### config.mk
export PLATFORM = sky130hd
export DESIGN_NAME = fetch_stage
export DESIGN_NICKNAME = d
export VERILOG_FILES = /design/src/hw/cpu_pkg.sv /design/src/hw/fetch_stage.sv
export VERILOG_INCLUDE_DIRS = /design/src /design/src/hw
export SDC_FILE = /design/constraint.sdc
export NUM_CORES = 1
export LEC_CHECK = 0
export BUFFER_PORTS_ARGS = -buffer_cell sky130_fd_sc_hd__buf_4
export CAP_MARGIN = 30
export CORE_MARGIN = 2
export CORE_UTILIZATION = 41
export DETAILED_ROUTE_END_ITERATION = 10
export PLACE_DENSITY = 0.84
export SYNTH_ARGS = -nofsm -noshare
export SYNTH_HDL_FRONTEND = slang
export SYNTH_SLANG_ARGS = --single-unit
### constraint.sdc
create_clock -name clk -period 3.2 [get_ports clk]
set_input_delay 0.16 -clock clk [delete_from_list [all_inputs] [get_ports clk]]
set_output_delay 0.16 -clock clk [all_outputs]
set_load 0.1 [all_outputs]
### src/hw/cpu_config.svh
`ifndef CPU_CONFIG_SVH
`define CPU_CONFIG_SVH

// datapath and instruction width
`define CPU_DATA_W 32

// register file depth
`define CPU_GPR_N 32

// spm word index width, 1024 words
`define CPU_SPM_AW 10

// first fetch address in words
`define CPU_RESET_PC 0

`endif
### src/hw/cpu_pkg.sv
`include "cpu_config.svh"

package cpu_pkg;

    typedef logic [`CPU_DATA_W-1:0] word_t;
    typedef logic [`CPU_SPM_AW-1:0] pc_t;      // word address
    typedef logic [$clog2(`CPU_GPR_N)-1:0] reg_idx_t;

    // insn[31:26] opcode, [25:21] rd, [20:16] rs1, [15:11] rs2, [15:0] imm
    typedef enum logic [5:0] {
        OP_NOP  = 6'd0,
        OP_ADD  = 6'd1,
        OP_SUB  = 6'd2,
        OP_AND  = 6'd3,
        OP_OR   = 6'd4,
        OP_XOR  = 6'd5,
        OP_SHL  = 6'd6,
        OP_SHR  = 6'd7,
        OP_ADDI = 6'd8,
        OP_LDW  = 6'd9,
        OP_STW  = 6'd10,
        OP_BEQ  = 6'd11,
        OP_BNE  = 6'd12,
        OP_HALT = 6'd13
    } opcode_e;

    typedef enum logic [2:0] {
        ALU_ADD,
        ALU_SUB,
        ALU_AND,
        ALU_OR,
        ALU_XOR,
        ALU_SHL,
        ALU_SHR,
        ALU_PASS_B
    } alu_op_e;

    typedef enum logic [1:0] {
        MEM_NONE,
        MEM_LOAD,
        MEM_STORE
    } mem_op_e;

    localparam word_t NOP_INSN = '0;   // all-zero word is a nop

    typedef struct packed {
        pc_t   pc;
        word_t insn;
    } if_id_t;

    typedef struct packed {
        alu_op_e  alu_op;
        word_t    opa;
        word_t    opb;
        reg_idx_t rd;
        logic     we;
        mem_op_e  mem_op;
        word_t    st_data;
    } id_ex_t;

    typedef struct packed {
        word_t    result;
        reg_idx_t rd;
        logic     we;
        mem_op_e  mem_op;
        word_t    st_data;
    } ex_mem_t;

    typedef struct packed {
        reg_idx_t rd;
        logic     we;
        word_t    wdata;
    } mem_wb_t;

endpackage

### src/hw/fetch_stage.sv
`timescale 1ns/1ps
`include "cpu_config.svh"

module fetch_stage import cpu_pkg::*; (
    input  logic   clk,
    input  logic   rst,
    input  logic   cpu_en,
    input  logic   branch_taken,
    input  pc_t    branch_target,
    input  logic   halt_seen,
    output logic   imem_en,
    output pc_t    imem_addr,
    input  word_t  imem_rdata,
    output if_id_t if_id,
    output logic   halted
);

    pc_t  pc;
    pc_t  fetch_pc_q;   // pc of the word now on imem_rdata
    logic fetch_vld_q;

    // stop issuing as soon as decode sees HALT
    assign imem_en   = cpu_en && !halted && !halt_seen;
    assign imem_addr = pc;

    always_ff @(posedge clk) begin
        if (rst) begin
            pc          <= pc_t'(`CPU_RESET_PC);
            fetch_pc_q  <= pc_t'(`CPU_RESET_PC);
            fetch_vld_q <= 1'b0;
            halted      <= 1'b0;
        end else if (cpu_en) begin
            if (imem_en) begin
                pc <= branch_taken ? branch_target : pc + 1'b1;
            end
            fetch_pc_q  <= pc;
            fetch_vld_q <= imem_en;
            if (halt_seen) halted <= 1'b1;
        end
    end

    assign if_id.pc   = fetch_pc_q;
    assign if_id.insn = fetch_vld_q ? imem_rdata : NOP_INSN;   // bubble when idle

    // nothing fetched behind HALT reaches decode
    a_no_decode_after_halt: assert property (
        @(posedge clk) disable iff (rst) halted |-> (if_id.insn == NOP_INSN));

endmodule

-- Word level (Yosys, flattened, before mapping)
Cells that the tools add are included.
- reduce and logical (&&, ||, !) cells: 6
- add/sub/neg operators: 1
- mux-type cells: 2
- operator list (kind ; number):
    two-way mux 32 bit ; 1
    adder 10 x 1 -> 10 bit, second input constant ; 1
    two-way mux 10 bit ; 1
    AND reduction 2 bit ; 2
    logical AND 1 bit ; 2
    logical NOT 1 bit ; 2
- register bits after elaboration: 22
- output and inout bits: 54
- logic and storage cells: 13
- bits of input ports: 47

-- Depth between registers and ports, before layout
Gate-level depths: netlist of run 1.
- word-level depth: 4
- gate-level depth with buffers: 6
- depth with buffers taken out: 5

-- Worst setup path after synthesis of run 1
Ideal clock, no wire load.
- path kind: register to register
- start: register halted
- end: register pc[7] (netlist: imem_addr[7])
- arrival time: 1973 ps
- data required time: 3074 ps
- period minus slack after synthesis: 2099 ps
- setup time: 126 ps
- cell stages (with the launch flop): 6
- slack: 1101 ps
- path buffers: 1
- path through: dfxtp_1 > or3b_1 > inv_2 > buf_2 > o21a_1 > o32ai_1
- longest elaborated chain between the ends: 4
- ends and longest elaborated chain (element ; line ; RTL):
    from (decl) ; fetch_stage.sv:15 ; output logic halted
    from (signal assigned) ; fetch_stage.sv:31 ; halted <= 1'b0;
    from (signal assigned) ; fetch_stage.sv:38 ; if (halt_seen) halted <= 1'b1;
    logical NOT 1 bit ; fetch_stage.sv:23 ; assign imem_en = cpu_en && !halted && !halt_seen;
    logical AND 1 bit (2 in series) ; fetch_stage.sv:23 ;
    net imem_en ; fetch_stage.sv:11 ; output logic imem_en,
    AND reduction 2 bit (no line) ; - ;
    to (signal assigned) ; fetch_stage.sv:28 ; pc <= pc_t'(`CPU_RESET_PC);
    to (signal assigned) ; fetch_stage.sv:34 ; pc <= branch_taken ? branch_target : pc + 1'b1;
    to (decl) ; fetch_stage.sv:18 ; pc_t pc;
The timed path passes the listed nets, and every way through them passes these cells.
A chain may end at the register's enable or synchronous reset.

-- Worst setup path after layout of run 1
- start: register halted
- end: output port imem_en
- longest elaborated chain between the ends: 3
- ends and longest elaborated chain (element ; line):
    logical NOT 1 bit ; fetch_stage.sv:23
    logical AND 1 bit (2 in series) ; fetch_stage.sv:23
    to (decl) ; fetch_stage.sv:11
No other way between the ends.

==> run summary, run 1 <==
Final Max Slew Viols -> 0
Cell variety after synth -> 34
Min cycle time layout -> 1.990 ns
I/O Buffers -> 100
Synthesis-to-finish area growth -> 63.51%
Seq/Total Area, Yosys -> 0.3548
Total global-route track usage -> 0.2117
Avg WL per Cell -> 13.18 um
Die H -> 59.02 um
Max Clk Rate -> 502.4 MHz
# Max-Cap Violations -> 0
Design area -> 0.002029 mm2
Cts-stage hold buffer count -> 0
Routability cong. -> 0.7740
Most common cell after layout, fill and taps aside -> buf_4
Finished Layout Cells -> 276
Max Fanout on Critical Path -> 14
Leakage -> 0.9971 nW
TritonCTS clock tree -> yes
Initial DRT Pass Iterations -> 4
I/O pin total -> 101
Commonest cells after routing, fill and taps aside -> buf_4 (100), and2_1 (33), dfxtp_1 (22), nor2_1 (16), mux2i_1 (13)
Final hold violation count -> 0
First-pass GRT wire length -> 5.761 mm
#FFs+latches synth -> 22
Yosys top cell area share -> 0.3548
Syn Std Cell Area -> 0.001241 mm2
Die area -> 0.003483 mm2
Largest area contributor in the netlist -> dfxtp_1
Fin Hold WS -> 0.1032 ns
Nets@finish -> 294
DP Worst Slack -> 1.497 ns
Largest net degree at the start of global routing -> 34
Power Total -> 815.6 uW
Kind of critical path -> flip-flop to output pin
Share of layout cells above drive strength 1 -> 0.4367
Final setup viols -> 0
Part of the cycle the worst path needs -> 0.6220
Mean Syn Cell Area -> 8.060 um2
Most area-consuming cells after synthesis -> dfxtp_1 (35%), and2_1 (17%), mux2i_1 (10%)
Clock skew -> 0.009193 ns
ANT cells -> 0
Post-CTS sizing -> 0
1st-iter DRT viols -> 47
RSZ-0062 raised after global routing -> no
Worst-Margin Slew -> 0.6820 ns
Critical Path End Type -> output pin
CTS H-Tree Depth -> 1
Clk buf depth -> 2
Slew margin rel. -> 0.5447
CTS root buf -> clkbuf_4
Core ar. -> 0.002805 mm2
Vias -> 1432
Warning count from the yosys run -> 0
Max IR drop VDD -> 0.0003057 V
Remaining antenna violation count -> 0
Final Util -> 0.7235
Status -> finished, final reports clean
Initial Util -> 0.4425
Vias in the first global route -> 1277
DRC errors left -> 0
CTS sink cnt -> 22
Clock-pin slew on the worst setup and hold paths -> 0.12 ns
Via/cell ratio -> 5.188
Setup repair bufs after CTS -> 0
Final Routed Wirelength -> 3.637 mm
Worst-Skew Late Latency -> 0.31 ns
PnR worst setup slack -> 1.210 ns
Cells after DPL -> 272
Syn Nets -> 202
P per Cell Area -> 401.9 mW/mm2
CP Data Arrival Time -> 1.83 ns
Num CTS Buffers -> 3
Die Wd -> 59.02 um
Setup TNS -> 0 ns
Initial antenna violation count -> 0
Critical path data required time -> 3.04 ns
Startpoint types -> flip-flop
Post-DP Area -> 0.001977 mm2
Worst reg-to-reg setup slack -> 1.59 ns
Worst Hold Class -> primary input to flip-flop
Total gr overflow -> 0
Post-detail-place hpwl -> 2.752 mm
Cell row count -> 19
Gate Count Post-Synth -> 154
[critical path: stages (launching register included)]
cell     delay (ns)
dfxtp_1        0.34
or3b_1         0.57
inv_2          0.28
buf_4          0.34
[logic make-up (layout without fill, tap and decap cells)]
family                     Yosys count  after routing  share of synthesized area
and+or+nand+nor                     73             73                     0.3246
AOI/OAI and AO/OA                   31             31                     0.1593
adders and majority gates            1              1                    0.01008
muxes                               13             13                     0.1048
DFF                                 22             22                     0.3548
buffers and inverters               14            105                    0.04637
[routing by layer]
layer,track usage,vias up,routed length (um)
li1,-,714,-
met1,0.2647,647,1502
met2,0.3667,69,1753
met3,0.04585,2,364
met4,0.05844,0,16
met5,0,-,0
[area by class of cell]
class / count / area (um2)
clock buffers: 3 / 22.52
clock inverters: 1 / 30.03
fillers: 239 / 775.7
inverters: 1 / 3.754
multi-input cells: 118 / 743.2
flip-flops and latches: 22 / 440.4
well taps: 31 / 38.79
repair buffers: 100 / 750.7
[synthesized netlist by cell type]
| master | instances |
|---|---|
| a32o_1 | 1 |
| and3_1 | 1 |
| clkbuf_1 | 9 |
| o32ai_1 | 1 |
| nor4_1 | 1 |
| or3_1 | 1 |
| o41ai_1 | 1 |
| o21a_1 | 1 |
| a31oi_1 | 3 |
| or3b_1 | 1 |
| a41oi_1 | 1 |
| nand2_1 | 8 |
| mux2i_1 | 13 |
| and2_1 | 33 |
| ha_1 | 1 |
| and4_1 | 1 |
| a21oi_1 | 9 |
| nor2b_1 | 1 |
| dfxtp_1 | 22 |
| a31o_2 | 1 |
| a2bb2oi_1 | 1 |
| nand3_1 | 4 |
| buf_2 | 4 |
| nor3_1 | 1 |
| nor2_1 | 16 |
| inv_2 | 1 |
| nand2b_1 | 2 |
| o31ai_1 | 1 |
| nor4_2 | 1 |
| nand4_1 | 1 |
| o21ai_1 | 7 |
| nor3b_1 | 1 |
| a211oi_1 | 2 |
| a22oi_1 | 2 |
[registers in the layout, summed over array words and instances (netlist names)]
register,flops
fetch_pc_q,10
imem_addr,10
fetch_vld_q,1
halted,1
[power breakdown]
group	internal, mW	switching (mW)	leakage (nW)
logic	0.0873	0.217	0.790
clock network	0.127	0.0851	0.0279
registers	0.284	0.0163	0.179
[final timing paths]
check,startpoint,end,depth (start not counted)
hold reg to reg,fetch_pc_q[4]$_SDFFE_PP0P_,fetch_pc_q[4]$_SDFFE_PP0P_,2
setup / recovery,halted$_SDFFE_PP0P_,imem_en,3
hold / removal,halt_seen,halted$_SDFFE_PP0P_,3
setup reg to reg,halted$_SDFFE_PP0P_,imem_addr[2]$_SDFFE_PP0P_,5
Power figures use the tool's default switching activity.
==> inputs of run 2 (changes only) <==
--- a/config.mk
+++ b/config.mk
@@ -9,9 +9,9 @@
 export BUFFER_PORTS_ARGS = -buffer_cell sky130_fd_sc_hd__buf_4
 export CAP_MARGIN = 30
 export CORE_MARGIN = 2
-export CORE_UTILIZATION = 41
+export CORE_UTILIZATION = 35
 export DETAILED_ROUTE_END_ITERATION = 10
-export PLACE_DENSITY = 0.84
+export PLACE_DENSITY = 0.76
 export SYNTH_ARGS = -nofsm -noshare
 export SYNTH_HDL_FRONTEND = slang
 export SYNTH_SLANG_ARGS = --single-unit
==> constraint.sdc (replaced) <==
create_clock -name clk -period 1.7 [get_ports clk]
set_input_delay 0.085 -clock clk [delete_from_list [all_inputs] [get_ports clk]]
set_output_delay 0.085 -clock clk [all_outputs]
set_load 0.1 [all_outputs]
==> run 2 against run 1 <==
Via count shrank 0.70%. Sequential power is 86% higher. Routed wire length rose by 2.1%. Critical path depth stayed put. Die area up 16%. Clock power is 36% higher. Highest routed layer unchanged. Register-to-register slack worse by 1.3 ns. Count of clock-buffer cells in the layout up 1. Total power grew 76%.
==> run summary, run 2 (same netlist as run 1, synthesis figures left out) <==
Fin Hold WS -> 0.01695 ns
Max IR drop VDD -> 0.0005567 V
Share of layout cells above drive strength 1 -> 0.4777
CTS sink cnt -> 22
Most common cell after layout, fill and taps aside -> buf_4
Slowest CP cell -> or3b_4
Via/cell ratio -> 4.853
Total gr overflow -> 0
CP Data Arrival Time -> 1.55 ns
ANT cells -> 0
First-pass GRT wire length -> 5.878 mm
Startpoint types -> flip-flop
Worst Hold Class -> primary input to flip-flop
Commonest cells after routing, fill and taps aside -> buf_4 (101), and2_1 (33), nor2_1 (16), dfxtp_1 (14), mux2i_1 (13)
Post-detail-place hpwl -> 2.776 mm
Die Wd -> 63.55 um
Die H -> 63.55 um
TritonCTS clock tree -> yes
# Max-Cap Violations -> 0
Final Max Slew Viols -> 0
Num CTS Buffers -> 3
Critical path data required time -> 1.62 ns
I/O pin total -> 101
Clk buf depth -> 2
Kind of critical path -> flip-flop to output pin
Min cycle time layout -> 1.632 ns
Final setup viols -> 0
Part of the cycle the worst path needs -> 0.9599
Nets@finish -> 296
Cts-stage hold buffer count -> 0
GR Util met3 -> 0.05357
Initial Util -> 0.3690
P per Cell Area -> 692.5 mW/mm2
Worst reg-to-reg setup slack -> 0.25 ns
Vias -> 1422
Setup repair bufs after CTS -> 0
Total global-route track usage -> 0.1794
Worst-Skew Late Latency -> 0.31 ns
Clock-pin slew on the worst setup and hold paths -> 0.12 ns
Max Clk Rate -> 612.8 MHz
I/O Buffers -> 100
Slew margin rel. -> 0.7083
RSZ-0062 raised after global routing -> no
Final Routed Wirelength -> 3.713 mm
Max Fanout on Critical Path -> 14
Die area -> 0.004039 mm2
CTS H-Tree Depth -> 1
Worst-Margin Slew -> 0.4341 ns
Initial antenna violation count -> 0
Synthesis-to-finish area growth -> 66.63%
Grt peak-use layer -> met2
Cell chain of the critical path -> or3b_4, inv_4, buf_6
Vias in the first global route -> 1205
CP peak stage delay -> 0.48 ns
Remaining antenna violation count -> 0
Avg WL per Cell -> 12.67 um
Met2 usage -> 0.3026
Cell row count -> 21
Layout filler cell count -> 332
Leakage -> 1.005 nW
Status -> finished, final reports clean
Critical Path End Type -> output pin
Initial DRT Pass Iterations -> 4
Met1 usage in global routing -> 0.2220
Routability cong. -> 0.7614
Largest net degree at the start of global routing -> 34
1st-iter DRT viols -> 61
Core ar. -> 0.003363 mm2
CTS root buf -> clkbuf_4
Setup TNS -> 0 ns
Clock skew -> 0.003783 ns
DRC errors left -> 0
Final hold violation count -> 0
==> run 2: changes by cell type in the layout (fill, tap and decap cells not counted), sizes merged <==
cell    before  now
clkbuf       3    4
buf        100  102
bufinv       1    0
==> run 2: stage by stage <==
step | std cells | instance area [um2] | power, mW | worst slack [ns] | util
6_report | 293 | 2068 | 1.432 | 0.06825 | 0.6150
5_1_grt | 293 | 2068 | 1.491 | 0.009805 | 0.6150
4_1_cts | 293 | 2068 | 1.442 | 0.06622 | 0.6150
3_5_place_dp | 289 | 2023 | 1.154 | 0.1384 | 0.6016
3_3_place_gp | 289 | 2023 | 1.149 | 0.1541 | 0.6016
2_1_floorplan | 154 | 1256 | 0.9877 | 0.008152 | -
==> run 2: final cells by class <==
cell class,count,area [um2],share of cell area
timing repair buffer,102,769.5,0.3721
multi-input combinational,118,745.7,0.3606
inverter,1,6.256,0.003025
clock buffer,4,36.28,0.01754
sequential,22,452.9,0.2190
tap,46,57.56,0.02783
==> run 2: timing repair <==
action,in CTS,in global routing
endpoints found under the hold margin,0,0
endpoints found under the setup margin,1,0
resized for setup,3,0
==> run 2: worst paths after layout <==
check,startpoint,to,cells past startpoint
worst max-delay path,halted$_SDFFE_PP0P_,imem_en,3
worst max register to register,imem_addr[2]$_SDFFE_PP0P_,imem_addr[7]$_SDFFE_PP0P_,4
worst min-delay path,halt_seen,halted$_SDFFE_PP0P_,3
worst min register to register,halted$_SDFFE_PP0P_,halted$_SDFFE_PP0P_,2
==> run 2: critical path, delay by kind of cell (launching register included) <==
family	cells	cell delay [ns]
simple gates	1	0.48
buf+inv	2	0.41
flops	1	0.34
==> run 2: power by group <==
part | internal, mW | total (mW) | switching (mW)
combinational | 0.170 | 0.587 | 0.417
sequential | 0.534 | 0.558 | 0.0234
clock | 0.131 | 0.288 | 0.157
==> run 2: per-layer routing <==
metal,vias up,routed length (um)
li1,720,-
met1,632,1553
met2,66,1787
met3,4,345
met4,0,27
met5,-,0
==> inputs of run 3 (changes only) <==
--- a/config.mk
+++ b/config.mk
@@ -8,10 +8,12 @@
 export LEC_CHECK = 0
 export BUFFER_PORTS_ARGS = -buffer_cell sky130_fd_sc_hd__buf_4
 export CAP_MARGIN = 30
+export CELL_PAD_IN_SITES_DETAIL_PLACEMENT = 0
+export CELL_PAD_IN_SITES_GLOBAL_PLACEMENT = 2
 export CORE_MARGIN = 2
-export CORE_UTILIZATION = 35
+export CORE_UTILIZATION = 17
 export DETAILED_ROUTE_END_ITERATION = 10
-export PLACE_DENSITY = 0.76
+export PLACE_DENSITY_LB_ADDON = 0.1
 export SYNTH_ARGS = -nofsm -noshare
 export SYNTH_HDL_FRONTEND = slang
 export SYNTH_SLANG_ARGS = --single-unit
==> run 3 against run 2 <==
Clock power up 56%. Routed wire length rose by 28%. Global-route usage shrank 5.8 points. Register-to-register slack lost 0.13 ns. Highest routed layer unchanged. Via count is 1.3% lower. Utilization down 31 points. Cell count up 20%. Count of clock-buffer cells in the layout unchanged. Fmax hardly changed.
==> run summary, run 3 (same netlist as run 1, synthesis figures left out) <==
Critical Path End Type -> output pin
Worst Hold Class -> primary input to flip-flop
Worst-Margin Slew -> 0.4122 ns
Clock skew -> 0.006226 ns
Max IR drop VDD -> 0.0003312 V
1st-iter DRT viols -> 32
Die H -> 89.45 um
Commonest cells after routing, fill and taps aside -> buf_4 (106), and2_1 (33), nor2_1 (16), dfxtp_1 (14), mux2i_1 (13)
DP Worst Slack -> 0.1628 ns
Nets@finish -> 301
Vias -> 1403
CTS H-Tree Depth -> 1
Post-detail-place hpwl -> 3.701 mm
Internal Power -> 965.7 uW
Via/cell ratio -> 3.997
I/O Buffers -> 100
Clock share of power -> 0.280
Setup repair bufs after CTS -> 0
Num CTS Buffers -> 3
Total net switching power -> 640.5 uW
CTS root buf -> clkbuf_8
Slew margin rel. -> 0.7231
Most common cell after layout, fill and taps aside -> buf_4
Initial antenna violation count -> 0
Initial DRT Pass Iterations -> 4
Startpoint types -> flip-flop
P per Cell Area -> 730.2 mW/mm2
Min cycle time layout -> 1.632 ns
Worst-Skew Late Latency -> 0.27 ns
Synthesis-to-finish area growth -> 77.22%
DRC errors left -> 0
Kind of critical path -> flip-flop to output pin
CTS sink cnt -> 22
Core ar. -> 0.007176 mm2
Switching share of power -> 0.3988
Setup TNS -> 0 ns
Routability cong. -> 0.6966
Max Fanout on Critical Path -> 13
Final Routed Wirelength -> 4.760 mm
Slowest CP cell -> or3b_1
Cell row count -> 31
Status -> finished, final reports clean
Combinational share of power -> 0.373
Sequential power share -> 0.347
Final Max Slew Viols -> 0
Avg WL per Cell -> 13.56 um
Largest net degree at the start of global routing -> 34
Remaining antenna violation count -> 0
TritonCTS clock tree -> yes
Leakage -> 1.041 nW
Clk buf depth -> 2
CP Data Arrival Time -> 1.55 ns
I/O pin total -> 101
Vias in the first global route -> 1345
CP peak stage delay -> 0.51 ns
Die area -> 0.008000 mm2
Total global-route track usage -> 0.1210
Die Wd -> 89.45 um
Cell chain of the critical path -> or3b_1, inv_4, buf_6
First-pass GRT wire length -> 7.341 mm
Share of layout cells above drive strength 1 -> 0.4841
Fin Hold WS -> 0.06041 ns
RSZ-0062 raised after global routing -> no
Final hold violation count -> 0
Total gr overflow -> 0
Critical path data required time -> 1.62 ns
PnR worst setup slack -> 0.06750 ns
Final setup viols -> 0
# Max-Cap Violations -> 0
Layout filler cell count -> 782
ANT cells -> 0
Initial Util -> 0.1730
Part of the cycle the worst path needs -> 0.9603
Max Clk Rate -> 612.6 MHz
Clock-pin slew on the worst setup and hold paths -> 0.09 ns
==> run 3: cell type report <==
class / instances / area, um2 / area share
clock buffers: 4 / 66.31 / 0.03015
inverters: 1 / 6.256 / 0.002844
multi-input cells: 118 / 743.2 / 0.3379
flip-flops and latches: 22 / 452.9 / 0.2059
well taps: 99 / 123.9 / 0.05631
repair buffers: 107 / 807.0 / 0.3669
==> run 3: final timing paths <==
check,endpoint,slack [ns],cells past startpoint,start
setup reg to reg,imem_addr[9]$_SDFFE_PP0P_,0.12,5,halted$_SDFFE_PP0P_
hold / removal,halted$_SDFFE_PP0P_,0.06,3,halt_seen
hold reg to reg,halted$_SDFFE_PP0P_,0.48,2,halted$_SDFFE_PP0P_
setup / recovery,imem_en,0.07,3,halted$_SDFFE_PP0P_
==> run 3: routing by layer <==
metal  vias to the layer above  GRT usage  part of all wire
li1                        730          -                 -
met1                       622     0.1534              0.45
met2                        47     0.2108              0.47
met3                         4    0.03139             0.067
met4                         0    0.01764            0.0080
met5                         -          0                 0
==> run 3: per-stage QoR <==
step / util / area [um2] / power [mW] / instances
floorplan: - / 1256 / 0.9877 / 154
global placement: 0.2964 / 2127 / 1.175 / 347
detailed placement: 0.2964 / 2127 / 1.172 / 347
CTS: 0.3065 / 2200 / 1.634 / 351
global route: 0.3065 / 2200 / 1.687 / 351
finish: 0.3065 / 2200 / 1.606 / 351
==> run 3: power by group through the flow <==
stage	clock network [mW]	registers [mW]	logic (mW)
finish	0.450	0.557	0.600
global route	0.495	0.562	0.631
CTS	0.471	0.558	0.605
detailed placement	0	0.569	0.603
global placement	0	0.570	0.605
floorplan	0	0.685	0.303
==> run 3: worst max-delay path, delay by kind of cell, from the launching register on <==
| kind | cells | cell delay (ns) |
|---|---|---|
| simple gates | 1 | 0.51 |
| flops | 1 | 0.33 |
| buf+inv | 2 | 0.44 |
==> run 3: what timing repair did <==
item,in CTS,in global routing
hold buffers,0,0
setup endpoints to repair,1,0
resized for setup,2,0
